File: src/common/ecdsa_pkg.sv
package ecdsa_pkg;

  localparam int DAT_BITS         = 64;
  localparam int SCALAR_BITS      = 256;
  localparam int WORDS_PER_SCALAR = SCALAR_BITS / DAT_BITS;

  // secp256k1 group order
  localparam logic [SCALAR_BITS-1:0] CURVE_N =
    256'hFFFFFFFF_FFFFFFFF_FFFFFFFF_FFFFFFFE_BAAEDCE6_AF48A03B_BFD25E8C_D0364141;

  typedef logic [DAT_BITS-1:0]    word_t;
  typedef logic [SCALAR_BITS-1:0] scalar_t;

  localparam logic [7:0] CMD_VERIFY_SCALARS = 8'h10;
  localparam logic [7:0] RPL_VERIFY_SCALARS = 8'h11;

  // cmd sits in the lowest byte of the first word
  typedef struct packed {
    logic [39:0] rsvd;
    logic [15:0] len;
    logic [7:0]  cmd;
  } header_t;

  typedef struct packed {
    logic timeout_fail;
    logic out_of_range_r;
    logic out_of_range_s;
  } ver_status_t;

  // Header, index, then s, r and z
  localparam int VERIFY_WORDS = 2 + 3 * WORDS_PER_SCALAR;
  // Header, index, status, then u1 and u2
  localparam int RPL_WORDS    = 3 + 2 * WORDS_PER_SCALAR;

endpackage

File: src/hw/cmd_parser.sv
`timescale 1ns/1ps

module cmd_parser import ecdsa_pkg::*; (
  input  logic    i_clk,
  input  logic    i_rst,
  input  word_t   i_cmd_dat,
  input  logic    i_cmd_val,
  input  logic    i_cmd_sop,
  input  logic    i_cmd_eop,
  output logic    o_cmd_rdy,
  output word_t   o_job_index,
  output scalar_t o_job_s,
  output scalar_t o_job_r,
  output scalar_t o_job_z,
  output logic    o_job_val,
  input  logic    i_job_rdy
);

  localparam int S_FIRST   = 2;
  localparam int R_FIRST   = S_FIRST + WORDS_PER_SCALAR;
  localparam int Z_FIRST   = R_FIRST + WORDS_PER_SCALAR;
  localparam int LAST_WORD = VERIFY_WORDS - 1;

  typedef enum logic [1:0] {P_IDLE, P_COLLECT, P_IGNORE, P_HOLD} parse_state_t;

  parse_state_t state;
  logic [3:0]   cnt;
  logic [1:0]   wsel;
  logic         cmd_take;
  logic         job_done;
  header_t      hdr;

  assign hdr       = i_cmd_dat;
  assign o_cmd_rdy = (state != P_HOLD);
  assign cmd_take  = i_cmd_val && o_cmd_rdy;
  assign job_done  = o_job_val && i_job_rdy;
  // Word position inside the current scalar
  assign wsel      = 2'(cnt - 4'(S_FIRST));

  always_ff @(posedge i_clk) begin
    if (i_rst) begin
      state     <= P_IDLE;
      cnt       <= '0;
      o_job_val <= 1'b0;
    end else begin
      if (job_done)
        o_job_val <= 1'b0;
      case (state)
        P_IDLE: begin
          if (cmd_take && !i_cmd_eop) begin
            cnt <= 4'd1;
            if (i_cmd_sop && hdr.cmd == CMD_VERIFY_SCALARS)
              state <= P_COLLECT;
            else
              state <= P_IGNORE;
          end
        end
        P_COLLECT: begin
          if (cmd_take) begin
            cnt <= cnt + 4'd1;
            if (cnt == 4'(LAST_WORD)) begin
              o_job_val <= 1'b1;
              state     <= i_cmd_eop ? P_HOLD : P_IGNORE;
            end else if (i_cmd_eop) begin
              // Short command, drop it
              state <= P_IDLE;
            end
          end
        end
        P_IGNORE: begin
          if (cmd_take && i_cmd_eop)
            state <= (o_job_val && !i_job_rdy) ? P_HOLD : P_IDLE;
        end
        P_HOLD: begin
          if (job_done)
            state <= P_IDLE;
        end
        default: state <= P_IDLE;
      endcase
    end
  end

  always_ff @(posedge i_clk) begin
    if (cmd_take && state == P_COLLECT) begin
      if (cnt < 4'(S_FIRST))
        o_job_index <= i_cmd_dat;
      else if (cnt < 4'(R_FIRST))
        o_job_s[wsel*DAT_BITS +: DAT_BITS] <= i_cmd_dat;
      else if (cnt < 4'(Z_FIRST))
        o_job_r[wsel*DAT_BITS +: DAT_BITS] <= i_cmd_dat;
      else
        o_job_z[wsel*DAT_BITS +: DAT_BITS] <= i_cmd_dat;
    end
  end

endmodule

File: config.mk
export PLATFORM = sky130hd
export DESIGN_NAME = cmd_parser
export DESIGN_NICKNAME = d
export VERILOG_FILES = /design/src/common/ecdsa_pkg.sv /design/src/hw/cmd_parser.sv
export SDC_FILE = /design/constraint.sdc
export NUM_CORES = 1
export LEC_CHECK = 0
export BUFFER_PORTS_ARGS = -buffer_cell sky130_fd_sc_hd__buf_2
export CELL_PAD_IN_SITES_DETAIL_PLACEMENT = 1
export CELL_PAD_IN_SITES_GLOBAL_PLACEMENT = 2
export CORE_AREA = 2 2 349 351
export DETAILED_ROUTE_END_ITERATION = 12
export DIE_AREA = 0 0 351 353
export GPL_TIMING_DRIVEN = 0
export PLACE_DENSITY_LB_ADDON = 0.15
export SLEW_MARGIN = 20
export SYNTH_ARGS = -nofsm -noshare
export SYNTH_HDL_FRONTEND = slang
export SYNTH_SLANG_ARGS = --single-unit
File: constraint.sdc
create_clock -name i_clk -period 16.8 [get_ports i_clk]
set_clock_uncertainty 0.2 [all_clocks]
set_input_delay 2.52 -clock i_clk [delete_from_list [all_inputs] [get_ports i_clk]]
set_output_delay 2.52 -clock i_clk [all_outputs]
set_load 0.01 [all_outputs]
==> impl_summary.log <==
INFO  metric syn_to_layout_area_delta = 37.5%
INFO  metric via_count_of_the_first_global_routing_pass = 16600
INFO  metric clock_insertion_delay_worst_skew = 0.68 ns
INFO  metric power_frac_comb = 0.034
INFO  metric clock_tree.root_cell = sky130_fd_sc_hd__clkbuf_16
INFO  metric synth-edff-count = 832
INFO  metric switching_share = 0.218
INFO  metric worst-endpoint-required = 16.96 ns
INFO  metric drt_first_pass_iters = 5
INFO  metric timing.reg2reg.setup_slack = 12.71 ns
INFO  metric cts_post_setup_buffers_inserted = 0
INFO  metric tritoncts_clock_tree = built
INFO  metric post_cts_resize_count = 0
INFO  metric core.rowCount = 128
INFO  metric detail_route.wl_per_cell = 29.0 microns
INFO  metric first_pass_grt_wire_length = about 150 mm
INFO  metric port_buffers = around 900
INFO  metric drive_above_1_share = 0.478
INFO  metric worst_reg2reg_path_startpoint = state[0]$_SDFFE_PP0P_
INFO  metric critical_path_peak_fanout = 6
INFO  metric dpl.cell_count = 3771
INFO  metric synth.cell_area = 0.0274 sq mm
INFO  metric cts_sinks = 839
INFO  metric report.final.hold_viol_count = 0
INFO  metric grt_overflow_total = 0
INFO  metric fin_crit = 5.60 ns
INFO  metric min_path_type = reg2reg
INFO  metric final.hold.worst_slack = 0.366 ns
INFO  metric htreeDepth = 3
INFO  metric cts_hold_buf = 0
INFO  metric fmax = 179 MHz
INFO  metric worstSetupPathDepth = 13
INFO  metric slew_at_the_pin_closest_to_its_max_slew_limit = 1.08 ns
INFO  metric initial_drt_markers = 1061
INFO  metric floorplan_core_area = roughly 0.12 sq mm
INFO  metric drc_violation_count_after_routing = 0
INFO  metric total_leakage_power = about 14 nW
INFO  metric floorplan.io_pins = 904
INFO  metric ys_warn_count = 0
INFO  metric netlist-cell-type-count = 35
INFO  metric cellInternalPower = approximately 0.0035 W
INFO  metric reg2regPathDepth = 12
INFO  metric postSynth.topFlopCell = sky130_fd_sc_hd__edfxtp_1
INFO  metric cp-start-kind = primary input
INFO  metric cpMaxStageDelayCell = sky130_fd_sc_hd__nor4_2
INFO  metric path_clk_slew = 0.06 ns
INFO  metric dp_hpwl = roughly 85 mm
INFO  metric final_antenna_net_count = 0
INFO  metric fin_util = 0.312
INFO  metric outcome = completed
INFO  metric ys_top_cells_by_area = sky130_fd_sc_hd__edfxtp_1, sky130_fd_sc_hd__and2_1, sky130_fd_sc_hd__dfxtp_1
INFO  metric layout_nets = 2319
INFO  metric worst-endpoint-arrival = 5.77 ns
INFO  metric setup_repair_after_global_routing_missed_its_margin = false
INFO  metric synth_fp_nets = 1276
INFO  metric period_share = 0.333
INFO  metric vias_per_cell = ~4.0
INFO  metric final_setup_violation_count = 0
INFO  metric max-clock-path-buffers = 3
INFO  metric most_frequent_cell_after_synthesis = sky130_fd_sc_hd__edfxtp_1
INFO  metric max_slew_margin = 0.279
INFO  metric reg_power_frac = 0.521
INFO  metric synth_largest_area_cell = sky130_fd_sc_hd__edfxtp_1
INFO  metric die_area = approximately 0.12 sq mm
INFO  metric fp.dieH = 353 microns
INFO  metric synth_async_sr_flop_share = 0
INFO  metric termination_of_the_worst_setup_path = o_job_index[14]$_DFFE_PP_
INFO  metric timing.critical_path.max_delay_family = buffers and inverters
INFO  metric cts_inserted_buffers = 96
INFO  metric worst-setup-path-type = in2reg
INFO  metric vdd.ir_drop.worst = 0.0000711 V
INFO  metric start_util = 0.227
INFO  metric max_stage_delay = 0.63 ns
INFO  metric worst_path_most_repeated_cell = sky130_fd_sc_hd__buf_2
INFO  metric vias = about 16000
INFO  metric worstSetupStartpoint = i_cmd_val
INFO  metric postSynthCellCount = about 1200
INFO  metric pin_count_of_the_biggest_net_entering_global_routing = 35
INFO  metric power.switching = 0.000970 W
INFO  metric p_per_area = around 120 mW/mm^2
INFO  metric netlist_top_cells_count = sky130_fd_sc_hd__edfxtp_1, sky130_fd_sc_hd__and2_1, sky130_fd_sc_hd__clkbuf_2
INFO  metric crit_chain = buf_2, nor2b_1, nand2_1, nor4_2, buf_4, buf_2, buf_2, buf_2, buf_2, buf_2, buf_2, buf_2, buf_2
INFO  metric timing_max_transition_violations_final = 0
INFO  metric place.gp.congestion = 0.756
INFO  metric cap_violations = 0
INFO  metric postSynthRegisterBits = 839
INFO  metric floorplan.die.width = approximately 350 microns
INFO  metric synth.top_cell.area_share = 0.913
INFO  metric synth-seq-area-share = 0.918
INFO  metric cp-end-kind = register
INFO  metric wl = ~110 mm
INFO  metric groute.usage.overall = 0.180
INFO  metric clockPowerShare = 0.445
INFO  metric worstReg2RegEnd = o_job_index[14]$_DFFE_PP_
INFO  metric finish.cell_count_without_fillers = between 3000 and 4000
INFO  metric synthesis.area_per_instance = 22.8 sq um
INFO  metric initial_antenna_violation_count = 18
INFO  metric timing.critical_path.buf_inv = 10
==> flip-flops by register name, indices dropped and copies added (netlist names) <==
signal and cells:
o_job_z 256, o_job_r 256, o_job_index 64, state 2
cnt 4, o_job_val 1, o_job_s 256
==> layout by cell type, fill, tap and decap left out, drive strengths merged, types with 2 or more instances in the layout <==
cell type	synthesis	final
nor3b	4	4
nand2	7	7
ha	4	4
nor2	6	6
dfxtp	7	7
edfxtp	832	832
o21ai	2	2
a21oi	5	5
buf	4	949
a211oi	2	2
nand3b	2	2
bufinv	0	3
nor4	2	2
a2bb2oi	2	2
nor3	6	6
and2	270	270
clkinv	0	34
nand2b	3	3
diode	0	10
nand3	3	3
nor2b	3	3
inv	4	8
clkbuf	25	154
==> cells by family after synthesis <==
family                     after synthesis  share of synthesized area
AOI/OAI and AO/OA                       15                    0.00366
xor gates and xnor gates                 1                   0.000320
adders and majority gates                4                    0.00183
buffers and inverters                   33                    0.00562
DFF                                    839                      0.918
and+or+nand+nor                        310                     0.0706
==> how the worst min path moves through the flow <==
| stage | from | end | slack, ns | depth (start not counted) |
|---|---|---|---|---|
| floorplan | state[1]$_SDFFE_PP0P_ | state[1]$_SDFFE_PP0P_ | 0.31 | 2 |
| global placement | o_job_val$_SDFF_PP0_ | o_job_val$_SDFF_PP0_ | 0.34 | 2 |
| detailed placement | o_job_val$_SDFF_PP0_ | o_job_val$_SDFF_PP0_ | 0.35 | 2 |
| CTS | o_job_val$_SDFF_PP0_ | o_job_val$_SDFF_PP0_ | 0.37 | 2 |
| global route | o_job_val$_SDFF_PP0_ | o_job_val$_SDFF_PP0_ | 0.43 | 2 |
| finish | o_job_val$_SDFF_PP0_ | o_job_val$_SDFF_PP0_ | 0.37 | 2 |
==> power groups by stage <==
stage	combinational, W	clock, W	sequential (W)
2_1_floorplan	0.0000528	0	0.00236
5_1_grt	0.000166	0.00210	0.00231
3_5_place_dp	0.000158	0	0.00236
6_report	0.000151	0.00198	0.00231
4_1_cts	0.000158	0.00203	0.00231
3_3_place_gp	0.000145	0	0.00236
==> final cells by class <==
type | count | area (sq um)
clock buffers | 129 | 2570
inverters | 4 | 15.0
clock inverters | 41 | 355
plain buffers | 29 | 144
well taps | 1625 | 2030
multi-input cells | 330 | 2130
diodes | 10 | 25.0
flip-flops and latches | 839 | 25100
fillers | 12600 | 83000
repair buffers | 945 | 5240
==> layer usage <==
| layer | up-vias | wire length (microns) | share of wire | global-route usage |
|---|---|---|---|---|
| li1 | 6716 | - | - | - |
| met1 | 8210 | 41400 | 0.36 | 0.199 |
| met2 | 718 | 60700 | 0.53 | 0.328 |
| met3 | 140 | 8990 | 0.078 | 0.0490 |
| met4 | 0 | 3450 | 0.030 | 0.0614 |
| met5 | - | 0 | 0 | 0 |
==> worst min-delay path, cell delays in order, from the launching register on <==
cell and delay (ns):
sky130_fd_sc_hd__dfxtp_1 0.37, sky130_fd_sc_hd__a2bb2oi_1 0.08, sky130_fd_sc_hd__nor2_1 0.08
==> metrics by stage <==
stage          TNS, ns  power [W]  setup WS (ns)  cell area (sq um)
6_report             0    0.00444          11.20              37600
5_1_grt              0    0.00458          11.00              37600
4_1_cts              0    0.00450          11.22              37600
2_1_floorplan        0    0.00241           7.07              27400
3_3_place_gp    -78.39    0.00251          -1.26              33900
3_5_place_dp         0    0.00251          10.51              34700
Power figures use the tool's default switching activity.
