**src/common/ecdsa_pkg.sv**
```systemverilog
package ecdsa_pkg;

  localparam int DAT_BITS         = 64;
  localparam int SCALAR_BITS      = 256;
  localparam int WORDS_PER_SCALAR = SCALAR_BITS / DAT_BITS;

  // secp256k1 group order
  localparam logic [SCALAR_BITS-1:0] CURVE_N =
    256'hFFFFFFFF_FFFFFFFF_FFFFFFFF_FFFFFFFE_BAAEDCE6_AF48A03B_BFD25E8C_D0364141;

  typedef logic [DAT_BITS-1:0]    word_t;
  typedef logic [SCALAR_BITS-1:0] scalar_t;

  localparam logic [7:0] CMD_VERIFY_SCALARS = 8'h10;
  localparam logic [7:0] RPL_VERIFY_SCALARS = 8'h11;

  // cmd sits in the lowest byte of the first word
  typedef struct packed {
    logic [39:0] rsvd;
    logic [15:0] len;
    logic [7:0]  cmd;
  } header_t;

  typedef struct packed {
    logic timeout_fail;
    logic out_of_range_r;
    logic out_of_range_s;
  } ver_status_t;

  // Header, index, then s, r and z
  localparam int VERIFY_WORDS = 2 + 3 * WORDS_PER_SCALAR;
  // Header, index, status, then u1 and u2
  localparam int RPL_WORDS    = 3 + 2 * WORDS_PER_SCALAR;

endpackage

```
**src/hw/reply_tx.sv**
```systemverilog
`timescale 1ns/1ps

module reply_tx import ecdsa_pkg::*; (
  input  logic        i_clk,
  input  logic        i_rst,
  input  word_t       i_res_index,
  input  scalar_t     i_res_u1,
  input  scalar_t     i_res_u2,
  input  ver_status_t i_res_status,
  input  logic        i_res_val,
  output logic        o_res_rdy,
  output word_t       o_rpl_dat,
  output logic        o_rpl_val,
  output logic        o_rpl_sop,
  output logic        o_rpl_eop,
  input  logic        i_rpl_rdy
);

  localparam int U1_FIRST = 3;
  localparam int U2_FIRST = U1_FIRST + WORDS_PER_SCALAR;

  logic        busy;
  logic [3:0]  cnt;
  logic [1:0]  wsel;
  word_t       index_q;
  scalar_t     u1_q;
  scalar_t     u2_q;
  ver_status_t status_q;
  header_t     hdr;

  assign o_res_rdy = !busy;
  assign o_rpl_val = busy;
  assign o_rpl_sop = busy && (cnt == 4'd0);
  assign o_rpl_eop = busy && (cnt == 4'(RPL_WORDS - 1));
  assign wsel      = 2'(cnt - 4'(U1_FIRST));

  always_comb begin
    hdr     = '0;
    hdr.cmd = RPL_VERIFY_SCALARS;
    hdr.len = 16'(RPL_WORDS);
    if (cnt == 4'd0)
      o_rpl_dat = hdr;
    else if (cnt == 4'd1)
      o_rpl_dat = index_q;
    else if (cnt == 4'd2)
      o_rpl_dat = {{(DAT_BITS - $bits(ver_status_t)){1'b0}}, status_q};
    else if (cnt < 4'(U2_FIRST))
      o_rpl_dat = u1_q[wsel*DAT_BITS +: DAT_BITS];
    else
      o_rpl_dat = u2_q[wsel*DAT_BITS +: DAT_BITS];
  end

  always_ff @(posedge i_clk) begin
    if (i_rst) begin
      busy <= 1'b0;
      cnt  <= '0;
    end else if (!busy) begin
      cnt <= '0;
      if (i_res_val)
        busy <= 1'b1;
    end else if (i_rpl_rdy) begin
      // Step only on an accepted word
      cnt <= cnt + 4'd1;
      if (o_rpl_eop)
        busy <= 1'b0;
    end
  end

  always_ff @(posedge i_clk) begin
    if (i_res_val && !busy) begin
      index_q  <= i_res_index;
      u1_q     <= i_res_u1;
      u2_q     <= i_res_u2;
      status_q <= i_res_status;
    end
  end

endmodule

```
**config.mk**
```make
export PLATFORM = sky130hd
export DESIGN_NAME = reply_tx
export DESIGN_NICKNAME = d
export VERILOG_FILES = /design/src/common/ecdsa_pkg.sv /design/src/hw/reply_tx.sv
export SDC_FILE = /design/constraint.sdc
export NUM_CORES = 1
export LEC_CHECK = 0
export BUFFER_PORTS_ARGS = -buffer_cell sky130_fd_sc_hd__buf_4
export CAP_MARGIN = 0
export CORE_AREA = 2 2 254 256
export DETAILED_ROUTE_END_ITERATION = 8
export DIE_AREA = 0 0 256 258
export HOLD_SLACK_MARGIN = 0.1
export PLACE_DENSITY_LB_ADDON = 0.25
export SYNTH_ARGS = -nofsm -noshare
export SYNTH_HDL_FRONTEND = slang
export SYNTH_SLANG_ARGS = --single-unit
```
**constraint.sdc**
```tcl
create_clock -name i_clk -period 49.8 [get_ports i_clk]
set_input_delay 2.49 -clock i_clk [delete_from_list [all_inputs] [get_ports i_clk]]
set_output_delay 2.49 -clock i_clk [all_outputs]
set_load 0.01 [all_outputs]
```
==> flow_metrics.env, run 1 <==
export IMPL_dr_pass1_iters=5
export IMPL_num_io_pins=651
export IMPL_vdd_drop_max_uv=28.7
export IMPL_outcome="complete, no violations"
export IMPL_fin_skew_ns=0.00973
export IMPL_cp_start_kind="flip-flop"
export IMPL_crit_chain="ha_1 > a21o_4 > buf_4 > buf_4 > mux4_2 > a22oi_1 > nand2_1 > buf_4"
export IMPL_gp_congestion=0.869
export IMPL_max_slew_margin=0.235
export IMPL_endpoint_kind="output pin"
export IMPL_cp_common_cell="buf_4"
export IMPL_clk_pin_slew_ns=0.06
export IMPL_drt_total_wl_um=61000
export IMPL_clkLatencyLatePin_ns=0.62
export IMPL_setup_viol=0
export IMPL_grt_pass1_wl_um=87400
export IMPL_io_buffers=650
export IMPL_fin_crit_ns=7.18
export IMPL_final_common_cell="buf_4"
export IMPL_ys_types=39
export IMPL_ctsHtreeMaxLevel=2
export IMPL_ff2ff_setup_slack_ns=44.71
export IMPL_synth_area_per_cell_um2=21.3
export IMPL_timing_critical_path_to="o_rpl_dat[50]"
export IMPL_cpPeakStageDelay_ns=0.82
export IMPL_core_rowCount=93
export IMPL_total_power_mw=1.10
export IMPL_grt_max_degree=89
export IMPL_dieArea_mm2=0.0660
export IMPL_overflow=0
export IMPL_ant_nets=0
export IMPL_critical_path_class="flip-flop to output pin"
export IMPL_dpl_hpwl_um=43200
export IMPL_post_cts_resized=0
export IMPL_routedWlPerCell_um=23.2
export IMPL_globalRouteTotalUtil=0.179
export IMPL_hold_class="flip-flop to flip-flop"
export IMPL_area_growth_syn_to_layout_pct=35.4
export IMPL_p_leak_nw=11.2
export IMPL_ys_ff_latch=584
export IMPL_cap_viol_max_count=0
export IMPL_netlist_area_mm2=0.0221
export IMPL_postCtsSetupBuffers=0
export IMPL_syn_nets=1625
export IMPL_via_per_inst=4.81
export IMPL_drc_errors=0
export IMPL_cts_hold_buf=0
export IMPL_grt_setup_unrepaired="false"
export IMPL_die_h_um=258
export IMPL_layout_nets=2304
export IMPL_slowest_stage="dfxtp_1"
export IMPL_worst_slew_pin_transition_ns=1.15
export IMPL_synth_cells=1038
export IMPL_die_w_um=256
export IMPL_cts_buffers=61
export IMPL_r2r_end="u2_q[159]"
export IMPL_period_share=0.144
export IMPL_worstPathMaxFanout=38
export IMPL_worstSetupStartpoint="cnt[0]"
export IMPL_antenna_found_initial=10
export IMPL_dp_slack_ns=42.53
export IMPL_grt_pass1_vias=13500
export IMPL_drt_iter0_drc=1061
export IMPL_start_util=0.347
export IMPL_reg2reg_from="o_rpl_val"
export IMPL_worstPathRequired_ns=47.31
export IMPL_most_common_layout_cells="669 x buf_4, 579 x edfxtp_1, 133 x nand2_1, 117 x mux4_2, 62 x clkbuf_16"
export IMPL_root_buffer="clkbuf_16"
export IMPL_yosysWarningCount=0
export IMPL_hold_viol_final=0
export IMPL_clk_path_buf_depth=3
export IMPL_worst_r2r_cell_count=6
export IMPL_synth_seq_area_share=0.793
export IMPL_cts_tree="built"
export IMPL_setup_tns_ns=0
export IMPL_cp_arrival_ns=4.69
export IMPL_clkSinkCount=584
export IMPL_fmax_mhz=139
export IMPL_coreArea_mm2=0.0636
export IMPL_powerDensity_mw_per_mm2=36.9
export IMPL_drv_slew=0
export IMPL_final_layout_size_suffix_gt1_frac=0.499
export IMPL_dr_total_vias=12600
export IMPL_fin_ws_ns=42.62
==> Yosys cell counts, drive strengths merged <==
master / number / area, µm²
edfxtp: 579 / 17400
nand2: 133 / 499
mux4: 122 / 2770
a22oi: 57 / 428
buf: 30 / 225
clkbuf: 23 / 86.3
nor2: 15 / 56.3
a21oi: 10 / 50.1
nand3: 8 / 40.0
o21ai: 7 / 35.0
inv: 6 / 22.5
nand2b: 6 / 37.5
dfxtp: 5 / 100
a211oi: 4 / 30.0
a41o: 4 / 40.0
ha: 4 / 50.1
nor3b: 4 / 35.0
and3: 3 / 18.8
nor2b: 3 / 18.8
nor3: 2 / 10.0
xor2: 2 / 17.5
a2111oi: 1 / 15.0
a21o: 1 / 15.0
a311o: 1 / 10.0
and4b: 1 / 10.0
mux2i: 1 / 10.0
nand4: 1 / 6.26
o2bb2ai: 1 / 8.76
o41ai: 1 / 8.76
or2: 1 / 6.26
or3: 1 / 6.26
xnor2: 1 / 8.76
==> registers in the layout, indices dropped and copies added, names as in the netlist <==
signal / flops
cnt: 4
o_rpl_val: 1
status_q: 3
u2_q: 256
u1_q: 256
index_q: 64
==> how the worst min path moves through the flow <==
stage / slack [ns] / start / endpoint / cells past startpoint
after floorplan: 0.53 / cnt[1] / cnt[1] / 2
after global placement: 0.56 / cnt[1] / cnt[1] / 2
after detailed placement: 0.56 / cnt[1] / cnt[1] / 2
after CTS: 0.58 / cnt[1] / cnt[1] / 2
after global routing: 0.62 / cnt[1] / cnt[1] / 2
final: 0.59 / cnt[1] / cnt[1] / 2
==> power by group <==
group	switching, mW	internal (mW)
logic	0.0316	0.0433
clock network	0.189	0.258
registers	0.00746	0.574
==> logic make-up after synthesis <==
kind of cell               synth area share
AOI/OAI and AO/OA                    0.0290
xor gates and xnor gates            0.00119
adders and majority gates           0.00227
buffers and inverters                0.0151
DFF                                   0.793
muxes                                 0.126
and+or+nand+nor                      0.0338
==> worst max-delay path, delay by kind of cell (launching register included) <==
kind / cells / cell delay [ns]
adders and majority gates: 1 / 0.34
AOI/OAI and AO/OA: 2 / 0.66
buffers and inverters: 3 / 1.45
and+or+nand+nor: 1 / 0.09
DFF: 1 / 0.82
muxes: 1 / 0.60
==> metrics by stage <==
step,utilization,hold slack (ns),cell area (µm²),std cells
4_1_cts,0.469,0.583,29800,2622
6_report,0.469,0.590,29900,2628
5_1_grt,0.469,0.620,29900,2626
3_5_place_dp,0.438,0.564,27900,2509
2_1_floorplan,-,0.533,22100,1038
3_3_place_gp,0.438,0.562,27900,2509
==> metal layers <==
metal / track usage / up-vias / share of wire
li1: - / 5641 / -
met1: 0.218 / 6326 / 0.38
met2: 0.309 / 563 / 0.51
met3: 0.0528 / 98 / 0.079
met4: 0.0528 / 12 / 0.024
met5: 0 / - / 0.0015
==> area by class of cell <==
| class | count | area, µm² |
|---|---|---|
| clock inverter | 42 | 377 |
| multi-input combinational | 395 | 4290 |
| sequential | 584 | 17500 |
| inverter | 6 | 22.5 |
| antenna | 6 | 15.0 |
| fill | 5500 | 33800 |
| tap | 855 | 1070 |
| clock buffer | 71 | 1590 |
| timing repair buffer | 669 | 5020 |
No activity file was read; power rests on OpenSTA's default activity.
==> run 2: changes to the inputs <==
--- a/config.mk
+++ b/config.mk
@@ -7,9 +7,9 @@
 export LEC_CHECK = 0
 export BUFFER_PORTS_ARGS = -buffer_cell sky130_fd_sc_hd__buf_4
 export CAP_MARGIN = 0
-export CORE_AREA = 2 2 254 256
+export CORE_AREA = 2 2 255 257
 export DETAILED_ROUTE_END_ITERATION = 8
-export DIE_AREA = 0 0 256 258
+export DIE_AREA = 0 0 257 259
 export HOLD_SLACK_MARGIN = 0.1
 export PLACE_DENSITY_LB_ADDON = 0.25
 export SYNTH_ARGS = -nofsm -noshare
==> constraint.sdc (replaced) <==
create_clock -name i_clk -period 6.1 [get_ports i_clk]
set_input_delay 0.305 -clock i_clk [delete_from_list [all_inputs] [get_ports i_clk]]
set_output_delay 0.305 -clock i_clk [all_outputs]
set_load 0.01 [all_outputs]
==> run 2 against run 1 <==
  * The flow now stops in clock tree synthesis (4_1_cts)
  * Synthesized cell count unchanged
  * Area after synthesis unchanged
==> flow_metrics.env, run 2 <==
export IMPL_outcome="did not finish"
export IMPL_lastStage="clock tree synthesis (4_1_cts)"
export IMPL_error_line="[ERROR RSZ-0060] Max buffer count reached."
export IMPL_yosysMostFrequentCell="edfxtp_1"
export IMPL_synth_edf_count=579
export IMPL_async_flop_share=0
export IMPL_clkSinkCount=584
export IMPL_root_buffer="clkbuf_16"
export IMPL_yosysWarningCount=0
export IMPL_postCtsSetupBuffers=0
export IMPL_ys_types=39
export IMPL_synth_area_per_cell_um2=21.3
export IMPL_netlist_area_mm2=0.0221
export IMPL_post_cts_resized=0
export IMPL_io_buffers=650
export IMPL_die_h_um=259
export IMPL_ys_ff_latch=584
export IMPL_synth_seq_area_share=0.793
export IMPL_synth_cells=1038
export IMPL_synthTopCellsByCount="579 x edfxtp_1, 133 x nand2_1, 117 x mux4_2"
export IMPL_num_io_pins=651
export IMPL_yosys_area_top_type_share=0.788
export IMPL_start_util=0.345
export IMPL_cts_buffers=60
export IMPL_gp_congestion=0.855
export IMPL_die_w_um=257
export IMPL_syn_nets=1625
export IMPL_dpl_hpwl_um=43700
export IMPL_clk_path_buf_depth=3
export IMPL_synth_area_top_cells="edfxtp_1 79%, mux4_2 12%, nand2_1 2.3%"
export IMPL_synth_top_area_cell="edfxtp_1"
export IMPL_cts_hold_buf=526
export IMPL_post_dp_cell_area_mm2=0.0280
export IMPL_ctsHtreeMaxLevel=2
export IMPL_ys_flop_type="edfxtp_1"
export IMPL_dp_cells=2515
export IMPL_core_rowCount=93
run 2: cell families after synthesis:
logic type / count (synthesis) / share of synthesized area
and+or+nand+nor: 178 / 0.0338
DFF: 584 / 0.793
AOI/OAI and AO/OA: 87 / 0.0290
adders and majority gates: 4 / 0.00227
buffers and inverters: 59 / 0.0151
xor gates and xnor gates: 3 / 0.00119
muxes: 123 / 0.126
run 2: through the flow:
stage / util / setup TNS, ns / worst slack (ns) / hold slack (ns)
after floorplan: - / -1900.00 / -3.28 / 0.370
after global placement: 0.438 / 0 / 1.87 / 0.464
after detailed placement: 0.438 / 0 / 1.81 / 0.472
==> run 3: changes to the inputs <==
--- a/config.mk
+++ b/config.mk
@@ -7,11 +7,10 @@
 export LEC_CHECK = 0
 export BUFFER_PORTS_ARGS = -buffer_cell sky130_fd_sc_hd__buf_4
 export CAP_MARGIN = 0
-export CORE_AREA = 2 2 255 257
+export CORE_MARGIN = 2
+export CORE_UTILIZATION = 35
 export DETAILED_ROUTE_END_ITERATION = 8
-export DIE_AREA = 0 0 257 259
-export HOLD_SLACK_MARGIN = 0.1
-export PLACE_DENSITY_LB_ADDON = 0.25
+export PLACE_DENSITY_LB_ADDON = 0.15
 export SYNTH_ARGS = -nofsm -noshare
 export SYNTH_HDL_FRONTEND = slang
 export SYNTH_SLANG_ARGS = --single-unit
==> constraint.sdc (replaced) <==
create_clock -name i_clk -period 7.9 [get_ports i_clk]
set_input_delay 0.395 -clock i_clk [delete_from_list [all_inputs] [get_ports i_clk]]
set_output_delay 0.395 -clock i_clk [all_outputs]
set_load 0.01 [all_outputs]
==> run 3 against run 2 <==
  * The flow again stops in clock tree synthesis (4_1_cts)
  * Area after synthesis did not move
  * Synthesized cell count did not move
==> flow_metrics.env, run 3 <==
export IMPL_post_cts_resized=0
export IMPL_die_w_um=255
export IMPL_dp_cells=2497
export IMPL_synth_seq_area_share=0.793
export IMPL_start_util=0.352
export IMPL_core_rowCount=92
export IMPL_yosys_area_top_type_share=0.788
export IMPL_ctsHtreeMaxLevel=3
export IMPL_ys_types=39
export IMPL_outcome="did not finish"
export IMPL_synth_edf_count=579
export IMPL_yosysWarningCount=0
export IMPL_synth_top_area_cell="edfxtp_1"
export IMPL_cts_hold_buf=523
export IMPL_die_h_um=255
export IMPL_async_flop_share=0
export IMPL_synth_area_top_cells="edfxtp_1 79%, mux4_2 12%, nand2_1 2.3%"
export IMPL_synthTopCellsByCount="579 x edfxtp_1, 133 x nand2_1, 117 x mux4_2"
export IMPL_syn_nets=1625
export IMPL_cts_buffers=66
export IMPL_clkSinkCount=584
export IMPL_synth_area_per_cell_um2=21.3
export IMPL_netlist_area_mm2=0.0221
export IMPL_ys_flop_type="edfxtp_1"
export IMPL_lastStage="clock tree synthesis (4_1_cts)"
export IMPL_root_buffer="clkbuf_16"
export IMPL_yosysMostFrequentCell="edfxtp_1"
export IMPL_ys_ff_latch=584
export IMPL_io_buffers=650
export IMPL_synth_cells=1038
export IMPL_postCtsSetupBuffers=0
export IMPL_num_io_pins=651
export IMPL_clk_path_buf_depth=3
export IMPL_gp_congestion=0.798
export IMPL_dpl_hpwl_um=44100
export IMPL_error_line="[ERROR RSZ-0060] Max buffer count reached."
[run 3: cell counts after synthesis]
Identical to the previous run, type by type.
[run 3: cell families after synthesis]
group / after synthesis / share of synthesized area
simple gates: 178 / 0.0338
mux: 123 / 0.126
xor+xnor: 3 / 0.00119
compound gates: 87 / 0.0290
flops: 584 / 0.793
buf+inv: 59 / 0.0151
fa+ha+maj: 4 / 0.00227
[run 3: stage by stage]
stage               instance area, µm²  setup TNS, ns  hold slack, ns  utilization  setup WS, ns
floorplan                        22100        -911.85           0.468            -         -1.57
global placement                 27900              0           0.559        0.445          3.80
detailed placement               27900              0           0.567        0.445          3.77
